## src/hdl/gw_link_pkg.sv

```systemverilog
package gw_link_pkg;

  // ########################################
  // Channel tunnel
  // ########################################

  localparam int CT_NUM_IN         = 3;
  localparam int CT_WIDTH          = 16;
  localparam int CT_ID_WIDTH       = 2;
  localparam int CT_REMOTE_CREDITS = 4;
  localparam int CT_CREDIT_ID      = 3;  // Id value that marks a credit word

  // One count field per channel inside a credit word payload
  localparam int CT_CNT_WIDTH = 4;

  // ########################################
  // Link
  // ########################################

  localparam int LINK_WIDTH          = CT_WIDTH + CT_ID_WIDTH;
  localparam int LINK_CHANNEL_WIDTH  = 6;
  localparam int LINK_BEATS          = LINK_WIDTH / LINK_CHANNEL_WIDTH;
  localparam int LINK_BEAT_CNT_WIDTH = $clog2(LINK_BEATS);
  localparam int LINK_LG_FIFO_DEPTH  = 2;
  localparam int LINK_FIFO_DEPTH     = 1 << LINK_LG_FIFO_DEPTH;

  // Pointers and token counts carry one extra bit to tell full from empty
  localparam int LINK_PTR_WIDTH = LINK_LG_FIFO_DEPTH + 1;

  typedef enum logic
  {
    LINK_IDLE,
    LINK_SEND
  } link_state_e;

  typedef enum logic [1:0]
  {
    SEL_NONE,
    SEL_DATA,
    SEL_CREDIT
  } ct_sel_e;

endpackage

```

## src/hdl/gw_channel_tunnel.sv

```systemverilog
module gw_channel_tunnel
  import gw_link_pkg::*;
( input                                 core_clk_i
, input                                 rst_n_i

, input  [CT_NUM_IN-1:0]                ch_in_v_i
, input  [CT_NUM_IN-1:0][CT_WIDTH-1:0]  ch_in_data_i
, output [CT_NUM_IN-1:0]                ch_in_yumi_o

, output                                multi_v_o
, output [LINK_WIDTH-1:0]               multi_data_o
, input                                 multi_ready_i

, input                                 multi_v_i
, input  [LINK_WIDTH-1:0]               multi_data_i
, output                                multi_yumi_o

, output [CT_NUM_IN-1:0]                ch_v_o
, output [CT_NUM_IN-1:0][CT_WIDTH-1:0]  ch_data_o
, input  [CT_NUM_IN-1:0]                ch_ready_i
);

  logic [CT_NUM_IN-1:0][CT_CNT_WIDTH-1:0] credit_r;  // Remote buffer space per channel
  logic [CT_NUM_IN-1:0][CT_CNT_WIDTH-1:0] freed_r;   // Local pops not yet reported
  logic [CT_ID_WIDTH-1:0]                 last_r;

  logic [CT_NUM_IN-1:0] eligible;
  logic [CT_NUM_IN-1:0] rx_v;
  logic [CT_NUM_IN-1:0] rx_buf_ready;
  logic [CT_NUM_IN-1:0] rx_pop;
  logic [CT_ID_WIDTH-1:0] grant_id;
  logic [CT_ID_WIDTH-1:0] rx_id;
  logic [CT_WIDTH-1:0]  credit_payload;
  logic grant_found;
  logic credit_pending;
  logic send;
  logic rx_credit;
  logic rx_ready;
  logic rx_take;
  ct_sel_e sel;

  // ########################################
  // Transmit
  // ########################################

  for (genvar i = 0; i < CT_NUM_IN; i++)
  begin : elig
    assign eligible[i]     = ch_in_v_i[i] && (credit_r[i] != '0);
    assign ch_in_yumi_o[i] = send && (sel == SEL_DATA) && (grant_id == CT_ID_WIDTH'(i));
  end

  // Round robin starting after the channel served last
  always_comb
  begin
    int idx;
    grant_found = 1'b0;
    grant_id    = '0;
    for (int k = 1; k <= CT_NUM_IN; k++)
    begin
      idx = (int'(last_r) + k) % CT_NUM_IN;
      if (!grant_found && eligible[idx])
      begin
        grant_found = 1'b1;
        grant_id    = CT_ID_WIDTH'(idx);
      end
    end
  end

  always_comb
  begin
    credit_payload = '0;
    credit_pending = 1'b0;
    for (int i = 0; i < CT_NUM_IN; i++)
    begin
      credit_payload[i*CT_CNT_WIDTH +: CT_CNT_WIDTH] = freed_r[i];
      credit_pending = credit_pending | (freed_r[i] != '0);
    end
  end

  always_comb
  begin
    sel = SEL_NONE;
    if (credit_pending)
      sel = SEL_CREDIT;  // Credits go ahead of data
    else if (grant_found)
      sel = SEL_DATA;
  end

  assign multi_v_o    = (sel != SEL_NONE);
  assign multi_data_o = (sel == SEL_CREDIT) ? {CT_ID_WIDTH'(CT_CREDIT_ID), credit_payload}
                                            : {grant_id, ch_in_data_i[grant_id]};
  assign send         = multi_v_o & multi_ready_i;

  always_ff @(posedge core_clk_i)
  begin
    if (!rst_n_i)
    begin
      last_r   <= CT_ID_WIDTH'(CT_NUM_IN - 1);
      credit_r <= {CT_NUM_IN{CT_CNT_WIDTH'(CT_REMOTE_CREDITS)}};
      freed_r  <= '0;
    end
    else
    begin
      if (send && (sel == SEL_DATA))
        last_r <= grant_id;
      for (int i = 0; i < CT_NUM_IN; i++)
      begin
        credit_r[i] <= credit_r[i] - CT_CNT_WIDTH'(ch_in_yumi_o[i])
                     + ((rx_take && rx_credit) ? multi_data_i[i*CT_CNT_WIDTH +: CT_CNT_WIDTH]
                                               : '0);
        if (send && (sel == SEL_CREDIT))
          freed_r[i] <= CT_CNT_WIDTH'(rx_pop[i]);  // Whole count went out this cycle
        else
          freed_r[i] <= freed_r[i] + CT_CNT_WIDTH'(rx_pop[i]);
      end
    end
  end

  // ########################################
  // Receive
  // ########################################

  assign rx_id     = multi_data_i[LINK_WIDTH-1 -: CT_ID_WIDTH];
  assign rx_credit = (rx_id == CT_ID_WIDTH'(CT_CREDIT_ID));

  always_comb
  begin
    rx_ready = rx_credit;
    for (int i = 0; i < CT_NUM_IN; i++)
      if (rx_id == CT_ID_WIDTH'(i))
        rx_ready = rx_buf_ready[i];
  end

  assign rx_take      = multi_v_i & rx_ready;
  assign multi_yumi_o = rx_take;
  assign rx_pop       = ch_v_o & ch_ready_i;

  for (genvar i = 0; i < CT_NUM_IN; i++)
  begin : rx
    logic                mid_v;
    logic [CT_WIDTH-1:0] mid_data;
    logic                mid_ready;

    assign rx_v[i] = multi_v_i & ~rx_credit & (rx_id == CT_ID_WIDTH'(i));

    // Two chained entries give the buffer depth matching the remote credits
    gw_two_fifo rx_head
      (.core_clk_i ( core_clk_i )
      ,.rst_n_i    ( rst_n_i )
      ,.v_i        ( rx_v[i] )
      ,.data_i     ( multi_data_i[CT_WIDTH-1:0] )
      ,.ready_o    ( rx_buf_ready[i] )
      ,.v_o        ( mid_v )
      ,.data_o     ( mid_data )
      ,.yumi_i     ( mid_v & mid_ready )
      );

    gw_two_fifo rx_tail
      (.core_clk_i ( core_clk_i )
      ,.rst_n_i    ( rst_n_i )
      ,.v_i        ( mid_v )
      ,.data_i     ( mid_data )
      ,.ready_o    ( mid_ready )
      ,.v_o        ( ch_v_o[i] )
      ,.data_o     ( ch_data_o[i] )
      ,.yumi_i     ( rx_pop[i] )
      );
  end

  // The far tunnel spends credits so a data word always finds room
  a_rx_has_room: assert property (@(posedge core_clk_i) disable iff (!rst_n_i)
    (multi_v_i && !rx_credit) |-> rx_ready)
    else $error("data word arrived for a full receive buffer");

endmodule

```

## src/hdl/gw_link_ct_top.sv

```systemverilog
module gw_link_ct_top
  import gw_link_pkg::*;
( input                                 core_clk_i
, input                                 rst_n_i

, input  [CT_NUM_IN-1:0]                ch_v_i
, input  [CT_NUM_IN-1:0][CT_WIDTH-1:0]  ch_data_i
, output [CT_NUM_IN-1:0]                ch_ready_o

, output [CT_NUM_IN-1:0]                ch_v_o
, output [CT_NUM_IN-1:0][CT_WIDTH-1:0]  ch_data_o
, input  [CT_NUM_IN-1:0]                ch_ready_i

, output                                link_v_o
, output [LINK_CHANNEL_WIDTH-1:0]       link_data_o
, input                                 link_tkn_i

, input                                 link_v_i
, input  [LINK_CHANNEL_WIDTH-1:0]       link_data_i
, output                                link_tkn_o
);

  logic [CT_NUM_IN-1:0]                 fifo_v_lo;
  logic [CT_NUM_IN-1:0][CT_WIDTH-1:0]   fifo_data_lo;
  logic [CT_NUM_IN-1:0]                 fifo_yumi_li;

  logic                  multi_v_lo;
  logic [LINK_WIDTH-1:0] multi_data_lo;
  logic                  up_ready_lo;

  logic                  down_v_lo;
  logic [LINK_WIDTH-1:0] down_data_lo;
  logic                  down_yumi_li;

  // ########################################
  // Channel entry FIFOs
  // ########################################

  for (genvar i = 0; i < CT_NUM_IN; i++)
  begin : entry
    gw_two_fifo entry_fifo
      (.core_clk_i ( core_clk_i )
      ,.rst_n_i    ( rst_n_i )
      ,.v_i        ( ch_v_i[i] )
      ,.data_i     ( ch_data_i[i] )
      ,.ready_o    ( ch_ready_o[i] )
      ,.v_o        ( fifo_v_lo[i] )
      ,.data_o     ( fifo_data_lo[i] )
      ,.yumi_i     ( fifo_yumi_li[i] )
      );
  end

  gw_channel_tunnel tunnel
    (.core_clk_i    ( core_clk_i )
    ,.rst_n_i       ( rst_n_i )
    ,.ch_in_v_i     ( fifo_v_lo )
    ,.ch_in_data_i  ( fifo_data_lo )
    ,.ch_in_yumi_o  ( fifo_yumi_li )
    ,.multi_v_o     ( multi_v_lo )
    ,.multi_data_o  ( multi_data_lo )
    ,.multi_ready_i ( up_ready_lo )
    ,.multi_v_i     ( down_v_lo )
    ,.multi_data_i  ( down_data_lo )
    ,.multi_yumi_o  ( down_yumi_li )
    ,.ch_v_o        ( ch_v_o )
    ,.ch_data_o     ( ch_data_o )
    ,.ch_ready_i    ( ch_ready_i )
    );

  // ########################################
  // Link directions
  // ########################################

  gw_link_upstream uplink
    (.core_clk_i   ( core_clk_i )
    ,.rst_n_i      ( rst_n_i )
    ,.core_data_i  ( multi_data_lo )
    ,.core_valid_i ( multi_v_lo )
    ,.core_ready_o ( up_ready_lo )
    ,.link_v_o     ( link_v_o )
    ,.link_data_o  ( link_data_o )
    ,.link_tkn_i   ( link_tkn_i )
    );

  gw_link_downstream downlink
    (.core_clk_i   ( core_clk_i )
    ,.rst_n_i      ( rst_n_i )
    ,.link_v_i     ( link_v_i )
    ,.link_data_i  ( link_data_i )
    ,.link_tkn_o   ( link_tkn_o )
    ,.core_data_o  ( down_data_lo )
    ,.core_valid_o ( down_v_lo )
    ,.core_yumi_i  ( down_yumi_li )
    );

endmodule

```

## src/hdl/gw_link_downstream.sv

```systemverilog
module gw_link_downstream
  import gw_link_pkg::*;
( input                           core_clk_i
, input                           rst_n_i

, input                           link_v_i
, input  [LINK_CHANNEL_WIDTH-1:0] link_data_i
, output                          link_tkn_o

, output [LINK_WIDTH-1:0]         core_data_o
, output                          core_valid_o
, input                           core_yumi_i
);

  logic [LINK_BEAT_CNT_WIDTH-1:0]               beat_cnt_r;
  logic [LINK_WIDTH-LINK_CHANNEL_WIDTH-1:0]     asm_r;  // Beats received so far
  logic [LINK_WIDTH-1:0]                        mem_r [LINK_FIFO_DEPTH];
  logic [LINK_PTR_WIDTH-1:0]                    wptr_r;
  logic [LINK_PTR_WIDTH-1:0]                    rptr_r;
  logic                                         tkn_r;

  logic wr_en;
  logic empty;
  logic full;

  assign wr_en = link_v_i && (beat_cnt_r == LINK_BEAT_CNT_WIDTH'(LINK_BEATS - 1));
  assign empty = (wptr_r == rptr_r);
  assign full  = (wptr_r == {~rptr_r[LINK_PTR_WIDTH-1], rptr_r[LINK_LG_FIFO_DEPTH-1:0]});

  // ########################################
  // Beat assembly
  // ########################################

  always_ff @(posedge core_clk_i)
  begin
    if (!rst_n_i)
      beat_cnt_r <= '0;
    else if (wr_en)
      beat_cnt_r <= '0;
    else if (link_v_i)
      beat_cnt_r <= beat_cnt_r + 1'b1;
  end

  always_ff @(posedge core_clk_i)
  begin
    if (link_v_i)
      asm_r <= {link_data_i, asm_r[LINK_WIDTH-LINK_CHANNEL_WIDTH-1:LINK_CHANNEL_WIDTH]};
  end

  // ########################################
  // Word FIFO and token return
  // ########################################

  always_ff @(posedge core_clk_i)
  begin
    if (!rst_n_i)
    begin
      wptr_r <= '0;
      rptr_r <= '0;
      tkn_r  <= 1'b0;
    end
    else
    begin
      if (wr_en)
        wptr_r <= wptr_r + 1'b1;
      if (core_yumi_i)
        rptr_r <= rptr_r + 1'b1;
      tkn_r <= core_yumi_i;  // One token per word taken by the core
    end
  end

  always_ff @(posedge core_clk_i)
  begin
    if (wr_en)
      mem_r[wptr_r[LINK_LG_FIFO_DEPTH-1:0]] <= {link_data_i, asm_r};
  end

  assign core_valid_o = ~empty;
  assign core_data_o  = mem_r[rptr_r[LINK_LG_FIFO_DEPTH-1:0]];
  assign link_tkn_o   = tkn_r;

  // A word arriving into a full FIFO means the sender ignored its tokens
  a_no_overflow: assert property (@(posedge core_clk_i) disable iff (!rst_n_i)
    wr_en |-> !full)
    else $error("downstream word FIFO written while full");

endmodule

```

## src/hdl/gw_link_upstream.sv

```systemverilog
module gw_link_upstream
  import gw_link_pkg::*;
( input                           core_clk_i
, input                           rst_n_i

, input  [LINK_WIDTH-1:0]         core_data_i
, input                           core_valid_i
, output                          core_ready_o

, output                          link_v_o
, output [LINK_CHANNEL_WIDTH-1:0] link_data_o
, input                           link_tkn_i
);

  link_state_e state_r;

  logic [LINK_BEAT_CNT_WIDTH-1:0] beat_cnt_r;
  logic [LINK_WIDTH-1:0]          shift_r;
  logic [LINK_PTR_WIDTH-1:0]      tkn_cnt_r;

  logic last_beat;
  logic accept;

  assign last_beat = (state_r == LINK_SEND) &&
                     (beat_cnt_r == LINK_BEAT_CNT_WIDTH'(LINK_BEATS - 1));

  // A new word may follow the last beat without a gap
  assign core_ready_o = (tkn_cnt_r != '0) && ((state_r == LINK_IDLE) || last_beat);
  assign accept       = core_valid_i & core_ready_o;

  // ########################################
  // Serializer
  // ########################################

  always_ff @(posedge core_clk_i)
  begin
    if (!rst_n_i)
    begin
      state_r    <= LINK_IDLE;
      beat_cnt_r <= '0;
    end
    else
    begin
      if (accept)
      begin
        state_r    <= LINK_SEND;
        beat_cnt_r <= '0;
      end
      else if (last_beat)
      begin
        state_r    <= LINK_IDLE;
        beat_cnt_r <= '0;
      end
      else if (state_r == LINK_SEND)
        beat_cnt_r <= beat_cnt_r + 1'b1;
    end
  end

  always_ff @(posedge core_clk_i)
  begin
    if (accept)
      shift_r <= core_data_i;
    else if (state_r == LINK_SEND)
      shift_r <= shift_r >> LINK_CHANNEL_WIDTH;  // Low slice goes out first
  end

  assign link_v_o    = (state_r == LINK_SEND);
  assign link_data_o = shift_r[LINK_CHANNEL_WIDTH-1:0];

  // ########################################
  // Token credit
  // ########################################

  // Each word spends one slot of the far word FIFO
  always_ff @(posedge core_clk_i)
  begin
    if (!rst_n_i)
      tkn_cnt_r <= LINK_PTR_WIDTH'(LINK_FIFO_DEPTH);
    else
      tkn_cnt_r <= tkn_cnt_r + LINK_PTR_WIDTH'(link_tkn_i) - LINK_PTR_WIDTH'(accept);
  end

  // More tokens than far FIFO slots means the far side returned extra pulses
  a_tkn_in_range: assert property (@(posedge core_clk_i) disable iff (!rst_n_i)
    tkn_cnt_r <= LINK_PTR_WIDTH'(LINK_FIFO_DEPTH))
    else $error("upstream token count above FIFO depth");

endmodule

```

## src/hdl/gw_two_fifo.sv

```systemverilog
module gw_two_fifo
  import gw_link_pkg::*;
( input                 core_clk_i
, input                 rst_n_i

, input                 v_i
, input  [CT_WIDTH-1:0] data_i
, output                ready_o

, output                v_o
, output [CT_WIDTH-1:0] data_o
, input                 yumi_i
);

  logic [CT_WIDTH-1:0] mem_r [2];

  logic wptr_r;
  logic rptr_r;
  logic empty_r;
  logic ready_r;  // Registered inverse of full, held low during reset

  logic enq;
  logic full_now;
  logic full_next;

  assign enq      = v_i & ready_r;
  assign full_now = ~empty_r & (wptr_r == rptr_r);

  always_comb
  begin
    full_next = full_now;
    if (enq & ~yumi_i)
      full_next = (~wptr_r == rptr_r);
    else if (yumi_i & ~enq)
      full_next = 1'b0;
  end

  always_ff @(posedge core_clk_i)
  begin
    if (!rst_n_i)
    begin
      wptr_r  <= 1'b0;
      rptr_r  <= 1'b0;
      empty_r <= 1'b1;
      ready_r <= 1'b0;
    end
    else
    begin
      ready_r <= ~full_next;
      if (enq)
        wptr_r <= ~wptr_r;
      if (yumi_i)
        rptr_r <= ~rptr_r;
      if (enq != yumi_i)
        empty_r <= yumi_i & (~rptr_r == wptr_r);  // Last entry leaves
    end
  end

  always_ff @(posedge core_clk_i)
  begin
    if (enq)
      mem_r[wptr_r] <= data_i;
  end

  assign ready_o = ready_r;
  assign v_o     = ~empty_r;
  assign data_o  = mem_r[rptr_r];

  // The consumer may only take an entry that is on offer
  a_yumi_needs_valid: assert property (@(posedge core_clk_i) disable iff (!rst_n_i)
    yumi_i |-> v_o)
    else $error("two fifo popped while empty");

endmodule

```

## config.mk

```make
export PLATFORM = sky130hd
export DESIGN_NAME = gw_link_ct_top
export DESIGN_NICKNAME = d
export VERILOG_FILES = /design/src/hdl/gw_link_pkg.sv /design/src/hdl/gw_channel_tunnel.sv /design/src/hdl/gw_link_ct_top.sv /design/src/hdl/gw_link_downstream.sv /design/src/hdl/gw_link_upstream.sv /design/src/hdl/gw_two_fifo.sv
export SDC_FILE = /design/constraint.sdc
export NUM_CORES = 1
export LEC_CHECK = 0
export ABC_AREA = 1
export BUFFER_PORTS_ARGS = -buffer_cell sky130_fd_sc_hd__buf_2
export CAP_MARGIN = 30
export CORE_AREA = 2 2 193 195
export CTS_CLUSTER_DIAMETER = 120
export DETAILED_ROUTE_END_ITERATION = 12
export DIE_AREA = 0 0 195 197
export MAX_ROUTING_LAYER = met4
export PLACE_DENSITY_LB_ADDON = 0.1
export SLEW_MARGIN = 20
export SYNTH_ARGS = -nofsm -noshare
export SYNTH_HDL_FRONTEND = slang
export SYNTH_SLANG_ARGS = --single-unit
export TNS_END_PERCENT = 1
```

## constraint.sdc

```tcl
create_clock -name core_clk_i -period 2.85 [get_ports core_clk_i]
set_input_delay 0.57 -clock core_clk_i [delete_from_list [all_inputs] [get_ports core_clk_i]]
set_output_delay 0.57 -clock core_clk_i [all_outputs]
set_load 0.02 [all_outputs]
```

==> results_dict.tcl, run 1 <==
set metrics [dict create \
    tns_ns 0 \
    grtUsageMet1_pct 28.1 \
    cp_max_fo 6 \
    final_max_slew_viol_count 0 \
    status "finished, final reports clean" \
    leakagePower_nw 8.54 \
    holdWs_ns 0.178 \
    whs_path_depth 1 \
    setup_viol 0 \
    cp.required_ns 3.30 \
    cellPowerDensity_mw_per_mm2 1020 \
    fp.coreArea_sq_mm 0.0363 \
    finalCoreUtilization_pct 62.5 \
    io_buffer_count 125 \
    io_pins 126 \
    mostFrequentLayoutCells "390 x edfxtp_1, 129 x nand2_1, 125 x buf_2" \
    rsz0062_at_grt "true" \
    dp_slack_ns -0.0785 \
    syn-cell-area_sq_mm 0.0194 \
    relSlewSlack_pct 46.9 \
    reg2regPathDepth 18 \
    crit_path_end_kind "register" \
    start_util_pct 53.4 \
    die_w_microns 195 \
    syn_inst 1397 \
    antenna_cells 0 \
    synth-edff-count 390 \
    multiInputGateArea_sq_mm 0.00531 \
    ir_drop_v 0.000601 \
    drive_gt1_share_pct 28.4 \
    tritoncts "built" \
    maxCapViolations 0 \
    clock-root-buffer "clkbuf_16" \
    syn_area_per_cell_sq_um 13.9 \
    tightest_slew_ns 0.797 \
    fin_worst_skew_ns 0.0352 \
    dp_hpwl_microns 25200 \
    ys_seq_elements 478 \
    drcViolationCount 0 \
    synth_ff_type "edfxtp_1" \
    drt_wl_total_microns 38200 \
    drtIter0Drc 770 \
    min_path_type "in2reg" \
    internal_power_mw 15.4 \
    busiest_layer "met2" \
    antenna_found_initial 0 \
    ff_latch_area_sq_mm 0.0135 \
    grt_usage_pct 20.6 \
    dieArea_sq_mm 0.0384 \
    cts.sinks 478 \
    synthTopCellsByArea "edfxtp_1 61%, dfxtp_1 9.1%, mux2_2 6.5%" \
    via_count 11100 \
    instances_no_fill 2103 \
    dp_cells 1997 \
    ys_warn_count 0 \
    clk_latency_ns 0.59 \
    p_sw_mw 7.81 \
    syn_to_final_growth_pct 17.1 \
    die_h_microns 197 \
    critPathArrivalTime_ns 3.29 \
    synth_top_area_share_pct 60.5 \
    ctsLongestPathBuffers 3 \
    routabilityCongestion 0.831 \
    drt_first_pass_iters 5 \
    ant_nets 0 \
    avgRoutedWirePerCell_microns 18.2 \
    seqPwrFrac_pct 40.2 \
    grt_pass1_vias 10700 \
    n_fill_cell 2759 \
    use_met2_pct 32.1 \
    start_kind "register" \
    ys_async_sr_fraction_pct 0 \
    grt_pass1_wl_microns 58900 \
    p_clk_share_pct 26.4 \
    synth_area_leader_cell "edfxtp_1" \
    viasPerCell 5.28 \
    fin_ws_ns 0.00248 \
    post-route-min-period_ns 2.85 \
    grt_max_degree 33 \
    use_met3_pct 3.76 \
    final_nets 1716 \
    path_class "reg2reg" \
    cts_max_level 2 \
    hold_violations 0 \
    p_sw_share_pct 33.7 \
    period_share_pct 99.9 \
    final_common_cell "edfxtp_1" \
    combinationalPowerShare_pct 33.5 \
    cts-buffers-inserted 48 \
    synth.distinct_cells 41 \
    fmaxAchievable_mhz 351 \
    std_cell_rows 70 \
    syn_nets 1518 \
    ys_seq_area_share_pct 69.6 \
    gr-total-overflow 0 \
    clkTransAtPathRegs_ns 0.06 \
]
-- flip-flops by register name (all words and copies together), names as in the netlist, 12 cells and up, named ones only --
name	count
downlink.asm_r	12
tunnel.credit_r	12
uplink.shift_r	18
tunnel.rx.rx_head.mem_r	96
entry.entry_fifo.mem_r	96
downlink.mem_r	72
tunnel.credit_payload	12
tunnel.rx.rx_tail.mem_r	96
-- area by class of cell --
type | instances | area share, %
Clock inverter | 15 | 0.574
Inverter | 126 | 2.16
Multi-Input combinational cell | 737 | 23.4
Timing Repair Buffer | 204 | 5.51
Clock buffer | 75 | 6.24
Sequential cell | 478 | 59.5
Tap cell | 468 | 2.58
-- metal layers --
layer / share of wire, % / wire length [microns]
met4: 2.1 / 807
met5: 0 / 0
met2: 48 / 18200
met1: 45 / 17300
met3: 4.9 / 1870
-- final timing paths --
kind | start | endpoint | slack (ns)
hold reg to reg | uplink.beat_cnt_r[0] | uplink.beat_cnt_r[0] | 0.46
setup reg to reg | tunnel.last_r[0] | tunnel.credit_r[6] | 0.002
setup / recovery | tunnel.last_r[0] | tunnel.credit_r[6] | 0.002
hold / removal | ch_data_i[43] | entry[2].entry_fifo.mem_r[0][11] | 0.18
-- power by group through the flow --
stage	logic (mW)	registers, mW	clock network [mW]
2_1_floorplan	5.00	9.26	0
3_3_place_gp	6.94	9.43	0
3_5_place_dp	7.07	9.44	0
4_1_cts	7.30	9.31	6.27
5_1_grt	8.55	9.40	6.54
6_report	7.76	9.32	6.12
-- critical path: stages (launching register included) --
cell	delay (ns)
dfxtp_4	0.37
inv_4	0.04
ha_4	0.26
inv_4	0.07
nand3_2	0.08
nand3_2	0.12
nand2_4	0.12
nand3_4	0.13
nand3_4	0.09
a21oi_4	0.19
inv_2	0.06
nor2_4	0.12
ha_4	0.22
inv_4	0.05
ha_4	0.12
inv_2	0.04
fa_2	0.37
a21oi_2	0.16
o21ai_1	0.08
-- metrics by stage --
step                      area, sq um  power, mW
after global placement          20800       16.4
after global routing            22700       24.5
final                           22700       23.2
after detailed placement        20800       16.5
after floorplan                 19400       14.3
after CTS                       22400       22.9
-- what timing repair did --
action,CTS,global route
hold buffers,0,0
hold endpoints to repair,0,0
setup endpoints to repair,4,12
gates resized for setup,6,58
pin swaps,9,15
buffers inserted,11,5
-- cell families (layout without fill, tap and decap cells) --
family / after synthesis / in the layout / share of synthesized area [%]
DFF: 478 / 478 / 69.6
adders and majority gates: 57 / 57 / 3.84
muxes: 144 / 144 / 8.17
AOI/OAI and AO/OA: 133 / 133 / 4.01
and+or+nand+nor: 374 / 374 / 9.04
xor gates and xnor gates: 29 / 29 / 1.31
buffers and inverters: 182 / 420 / 4.00
-- synth_stat cells, types with 13 or more instances --
cell	n
edfxtp_1	390
nand2_1	133
nor2_1	124
inv_1	119
mux2_2	112
dfxtp_1	88
nand3_1	64
ha_1	53
o21ai_0	48
a21oi_1	42
clkbuf_1	32
mux2i_1	32
xnor2_1	20
buf_4	14
o22ai_1	13
(Power assumes the default switching activity.)
==> run 2, diff against run 1 <==
CORE_AREA = 2 2 183 185   (was 2 2 193 195)
DIE_AREA = 0 0 185 187   (was 0 0 195 197)
clock period = 3.55 ns   (was 2.85 ns; I/O delays follow)
==> run 2 against run 1 <==
Net effect:
- design area fell by 2.5%
- sequential share of layout area is 1.5 points higher
- fmax decreased by 12%
- total power is 24% lower
- register-to-register slack improved by 0.33 ns
- final cell count decreased by 2.8%
- die area decreased by 9.9%
- count of clock-buffer cells in the layout fell by 6
==> results_dict.tcl, run 2 (synthesized netlist as in run 1, its figures left out) <==
set metrics [dict create \
    routabilityCongestion 0.822 \
    reg2reg_to "tunnel.credit_r[11]" \
    grt_max_degree 30 \
    cellPowerDensity_mw_per_mm2 801 \
    leakagePower_nw 8.34 \
    clkTransAtPathRegs_ns 0.06 \
    cp.required_ns 3.99 \
    status "finished, final reports clean" \
    reg_top3 "entry.entry_fifo.mem_r x96, tunnel.rx.rx_head.mem_r x96, tunnel.rx.rx_tail.mem_r x96" \
    start_kind "register" \
    antenna_found_initial 0 \
    drive_gt1_share_pct 24.3 \
    instances_no_fill 2045 \
    holdWs_ns 0.355 \
    drtIter0Drc 778 \
    drcViolationCount 0 \
    ant_nets 0 \
    dp_slack_ns 0.346 \
    fp.coreArea_sq_mm 0.0329 \
    dieArea_sq_mm 0.0346 \
    combinationalPowerShare_pct 29.9 \
    rrSetupSlack_ns 0.33 \
    final_nets 1680 \
    path_cells "inv_1 > ha_1 > inv_2 > nand3_1 > nand3_2 > nand2_4 > nand3_2 > nand3_2 > nand2_4 > nand2_4 > nor2_8 > ha_1 > inv_1 > ha_1 > nand3_1 > nand2_1 > xor2_1 > nand3_1 > nand2_1 > a21oi_1" \
    maxCapViolations 0 \
    cts.sinks 478 \
    drt_first_pass_iters 5 \
    setup_viol 0 \
    critical-path-max-stage-delay_ns 0.39 \
    p_total_mw 17.7 \
    fmaxAchievable_mhz 311 \
    ctsLongestPathBuffers 3 \
    seqPwrFrac_pct 42.7 \
    p_sw_share_pct 33.4 \
    tns_ns 0 \
    whs_endpoint "entry[2].entry_fifo.mem_r[1][12]" \
    p_clk_share_pct 27.3 \
    syn_to_final_growth_pct 14.2 \
    hold_violations 0 \
    antenna_cells 0 \
    via_count 10900 \
    crit_path_end_kind "register" \
    avgRoutedWirePerCell_microns 17.8 \
    grt_usage_pct 21.9 \
    whs_path_depth 1 \
    relSlewSlack_pct 34.5 \
    final_common_cell "edfxtp_1" \
    cp_max_fo 24 \
    grt_pass1_wl_microns 56700 \
    final_max_slew_viol_count 0 \
    gr-total-overflow 0 \
    drt_wl_total_microns 36400 \
    tightest_slew_ns 0.982 \
    cts_setup_buffers 0 \
    grt_pass1_vias 10600 \
    min_path_type "in2reg" \
    period_share_pct 90.7 \
    reg2regPathDepth 20 \
    start_util_pct 58.9 \
    dp_hpwl_microns 24300 \
    hold_start "ch_data_i[44]" \
    die_w_microns 185 \
    post-route-min-period_ns 3.22 \
    cts_hold_buf 0 \
    ir_drop_v 0.000617 \
    p_sw_mw 5.92 \
    cts_resized 0 \
    io_buffer_count 125 \
    die_h_microns 187 \
    cts-buffers-inserted 47 \
    internal_power_mw 11.8 \
    rsz0062_at_grt "false" \
    tritoncts "built" \
    path_class "reg2reg" \
    clock-root-buffer "clkbuf_16" \
    clk_latency_ns 0.55 \
    reg2reg_from "tunnel.last_r[0]" \
    critPathArrivalTime_ns 3.66 \
    std_cell_rows 67 \
    cts_max_level 2 \
    io_pins 126 \
    fin_ws_ns 0.331 \
    mostFrequentLayoutCells "390 x edfxtp_1, 133 x nand2_1, 125 x buf_2" \
    dp_cells 1958 \
    viasPerCell 5.35 \
    cp_slowest_cell "ha_1" \
    fin_worst_skew_ns 0.0184 \
]
[run 2: cell count changes in the layout (fill, tap and decap cells not counted), sizes merged]
cell,delta
buf,-35
clkbuf,-6
clkinv,+3
[run 2: layout make-up]
cell class,count,area [sq um]
clock buffers,69,1370
inverters,126,475
repair buffers,169,963
fillers,2417,10800
well taps,448,561
multi-input cells,737,5110
flip-flops and latches,478,13500
clock inverters,18,149
[run 2: worst max path at each step]
stage | from | endpoint | slack, ns | cells past startpoint
4_1_cts | tunnel.last_r[0] | tunnel.credit_r[6] | 0.31 | 17
5_1_grt | tunnel.last_r[0] | tunnel.credit_r[2] | 0.001 | 18
2_1_floorplan | tunnel.last_r[0] | tunnel.credit_r[6] | 0.61 | 18
3_3_place_gp | tunnel.last_r[0] | tunnel.credit_r[6] | 0.42 | 17
3_5_place_dp | tunnel.last_r[0] | tunnel.credit_r[6] | 0.35 | 17
6_report | tunnel.last_r[0] | tunnel.credit_r[11] | 0.33 | 20
[run 2: through the flow]
stage,utilization [%],area (sq um)
6_report,67.3,22100
5_1_grt,67.3,22100
4_1_cts,67.2,22100
3_5_place_dp,62.6,20600
3_3_place_gp,62.5,20600
2_1_floorplan,-,19400
[run 2: power by group through the flow]
stage | clock (mW) | combinational (mW) | sequential (mW)
3_3_place_gp | 0 | 5.15 | 7.67
3_5_place_dp | 0 | 5.29 | 7.68
2_1_floorplan | 0 | 3.99 | 7.43
5_1_grt | 5.14 | 5.91 | 7.64
4_1_cts | 4.92 | 5.34 | 7.57
6_report | 4.84 | 5.30 | 7.57
[run 2: worst max-delay path: cells and delay by family (launching register included)]
family	cells	cell delay, ns
buffers and inverters	3	0.22
AND/OR/NAND/NOR	12	1.44
AO/OA/AOI/OAI	1	0.04
XOR/XNOR	1	0.20
flip-flops	1	0.33
adder cells (fa/ha/maj)	3	0.85
[run 2: per-layer routing]
| metal | global-route usage (%) | share of wire [%] | vias up | routed length (microns) |
|---|---|---|---|---|
| li1 | - | - | 5281 | - |
| met1 | 30.0 | 46 | 5328 | 16600 |
| met2 | 35.1 | 48 | 273 | 17400 |
| met3 | 3.41 | 4.8 | 56 | 1760 |
| met4 | 4.76 | 1.8 | 0 | 640 |
| met5 | - | 0 | - | 0 |
==> run 3, diff against run 2 <==
CTS_BUF_LIST = sky130_fd_sc_hd__clkbuf_8   (was not set)
clock period = 2.97 ns   (was 3.55 ns; I/O delays follow)
==> run 3 against run 2 <==
Net effect:
- hold slack lost 0.18 ns
- design area grew 1.5%
- fmax grew 8.5%
- wire length grew 3.3%
- critical path depth shrank 2
- sequential cell count is the same
- sequential power grew 19%
- critical path type unchanged
- critical endpoint is now tunnel.credit_r[6]
==> results_dict.tcl, run 3 (synthesized netlist as in run 1, its figures left out) <==
set metrics [dict create \
    mostFrequentLayoutCells "390 x edfxtp_1, 138 x inv_1, 128 x nand2_1" \
    n_fill_cell 2401 \
    post-route-min-period_ns 2.97 \
    tightest_slew_ns 0.840 \
    period_share_pct 99.9 \
    avgRoutedWirePerCell_microns 17.7 \
    cp_slowest_cell "fa_2" \
    reg_top3 "entry.entry_fifo.mem_r x96, tunnel.rx.rx_head.mem_r x96, tunnel.rx.rx_tail.mem_r x96" \
    ir_drop_v 0.000637 \
    clock-root-buffer "clkbuf_8" \
    cpMostUsedCell "inv_1" \
    drcViolationCount 0 \
    drt_wl_total_microns 37600 \
    cellPowerDensity_mw_per_mm2 959 \
    grt_pass1_wl_microns 58600 \
    p_sw_mw 7.44 \
    final_nets 1731 \
    io_pins 126 \
    routabilityCongestion 0.821 \
    multiInputGateArea_sq_mm 0.00526 \
    postPlaceCellArea_sq_mm 0.0207 \
    internal_power_mw 14.1 \
    ctsLongestPathBuffers 3 \
    grt_pass1_vias 11200 \
    critical-path-max-stage-delay_ns 0.35 \
    rsz0062_at_grt "true" \
    final_max_slew_viol_count 0 \
    fin_worst_skew_ns 0.0220 \
    std_cell_rows 67 \
    cp.required_ns 3.46 \
    status "finished, final reports clean" \
    cts.sinks 478 \
    gr-total-overflow 0 \
    dp_hpwl_microns 24600 \
    relSlewSlack_pct 44.0 \
    antenna_found_initial 0 \
    p_clk_share_pct 25.3 \
    start_util_pct 58.9 \
    die_h_microns 187 \
    critPathArrivalTime_ns 3.45 \
    maxCapViolations 0 \
    crit_path_end_kind "register" \
    start_kind "register" \
    fp.coreArea_sq_mm 0.0329 \
    grt_usage_pct 22.8 \
    drtIter0Drc 781 \
    setup_viol 0 \
    io_buffer_count 125 \
    final_common_cell "edfxtp_1" \
    syn_to_final_growth_pct 15.9 \
    hold_violations 0 \
    clk_latency_ns 0.61 \
    fmaxAchievable_mhz 337 \
    rrSetupSlack_ns 0.003 \
    cts-buffers-inserted 76 \
    cts_max_level 3 \
    path_class "reg2reg" \
    min_path_type "in2reg" \
    drt_first_pass_iters 5 \
    stdcell_area_sq_mm 0.0224 \
    p_total_mw 21.5 \
    via_count 11300 \
    drive_gt1_share_pct 28.7 \
    ff_latch_area_sq_mm 0.0135 \
    path_cells "buf_4 > ha_4 > inv_2 > nand4_1 > inv_1 > a21oi_2 > nand3_4 > nand3_4 > a21oi_4 > inv_1 > nor2_2 > ha_2 > inv_1 > ha_2 > inv_1 > fa_2 > a21oi_2 > o21ai_1" \
    grt_max_degree 42 \
    seqPwrFrac_pct 41.8 \
    tritoncts "built" \
    ant_nets 0 \
    combinationalPowerShare_pct 32.9 \
    clkTransAtPathRegs_ns 0.06 \
    p_sw_share_pct 34.6 \
    dieArea_sq_mm 0.0346 \
    finalCoreUtilization_pct 68.2 \
    leakagePower_nw 8.56 \
    viasPerCell 5.31 \
    die_w_microns 185 \
    cp_max_fo 4 \
    antenna_cells 0 \
]
==> run 3: changes by cell type in the layout (fill, tap and decap cells not counted), moves of 4 or more <==
| cell | delta |
|---|---|
| a21oi_1 | -6 |
| a21oi_2 | +6 |
| buf_4 | +22 |
| clkbuf_1 | -13 |
| clkbuf_16 | -49 |
| clkbuf_8 | +83 |
| clkinv_1 | +6 |
| clkinv_2 | +4 |
| ha_1 | -8 |
| ha_2 | +4 |
| ha_4 | +4 |
| inv_1 | +19 |
| nand2_1 | -5 |
| nand2_2 | +4 |
==> run 3: path summary, 6_finish.rpt <==
check,from,end,cells after the start
worst max-delay path,tunnel.last_r[0],tunnel.credit_r[6],18
worst min-delay path,ch_data_i[43],entry[2].entry_fifo.mem_r[1][11],1
worst max register to register,tunnel.last_r[0],tunnel.credit_r[6],18
worst min register to register,downlink.beat_cnt_r[0],downlink.beat_cnt_r[0],2
==> run 3: power by group through the flow <==
stage / sequential (mW) / clock [mW] / combinational, mW
after floorplan: 8.89 / 0 / 4.77
after CTS: 9.00 / 5.56 / 6.74
after global routing: 9.08 / 5.87 / 7.84
after detailed placement: 9.12 / 0 / 6.66
final: 9.00 / 5.44 / 7.08
after global placement: 9.10 / 0 / 6.48
==> run 3: cell type report <==
cell class	count	share of cell area [%]
Sequential cell	478	60.1
Multi-Input combinational cell	737	23.5
Inverter	126	2.15
Timing Repair Buffer	191	5.02
Clock buffer	90	5.52
Tap cell	448	2.50
Clock inverter	51	1.23
==> run 3: routing by layer <==
metal / part of all wire, % / routed length [microns] / GRT usage (%) / vias up
li1: - / - / - / 5405
met1: 43 / 16300 / 30.1 / 5476
met2: 49 / 18300 / 35.7 / 333
met3: 6.3 / 2360 / 4.81 / 59
met4: 1.7 / 635 / 6.81 / 0
met5: 0 / 0 / - / -
==> run 3: worst max-delay path: cells and delay by family, from the launching register on <==
family,cells,cell delay (ns)
AO/OA/AOI/OAI,4,0.45
adder cells (fa/ha/maj),4,0.97
flip-flops,1,0.32
AND/OR/NAND/NOR,4,0.54
buffers and inverters,6,0.57
==> run 3: what timing repair did <==
| item | CTS | global route |
|---|---|---|
| buffers inserted | 0 | 7 |
| resized for setup | 6 | 37 |
| setup endpoints to repair | 8 | 10 |
| hold buffers | 0 | 0 |
| pin swaps | 0 | 12 |
==> run 3: per-stage QoR <==
stage | setup slack [ns] | TNS (ns) | hold WS (ns) | instances
after floorplan | 0.0281 | 0 | 0.437 | 1397
after global placement | 0.0166 | 0 | 0.449 | 1973
after detailed placement | -0.126 | -0.288 | 0.455 | 1973
after CTS | -0.00287 | -0.00287 | 0.130 | 2114
after global routing | -0.0891 | -0.509 | 0.146 | 2121
final | 0.00272 | 0 | 0.179 | 2121
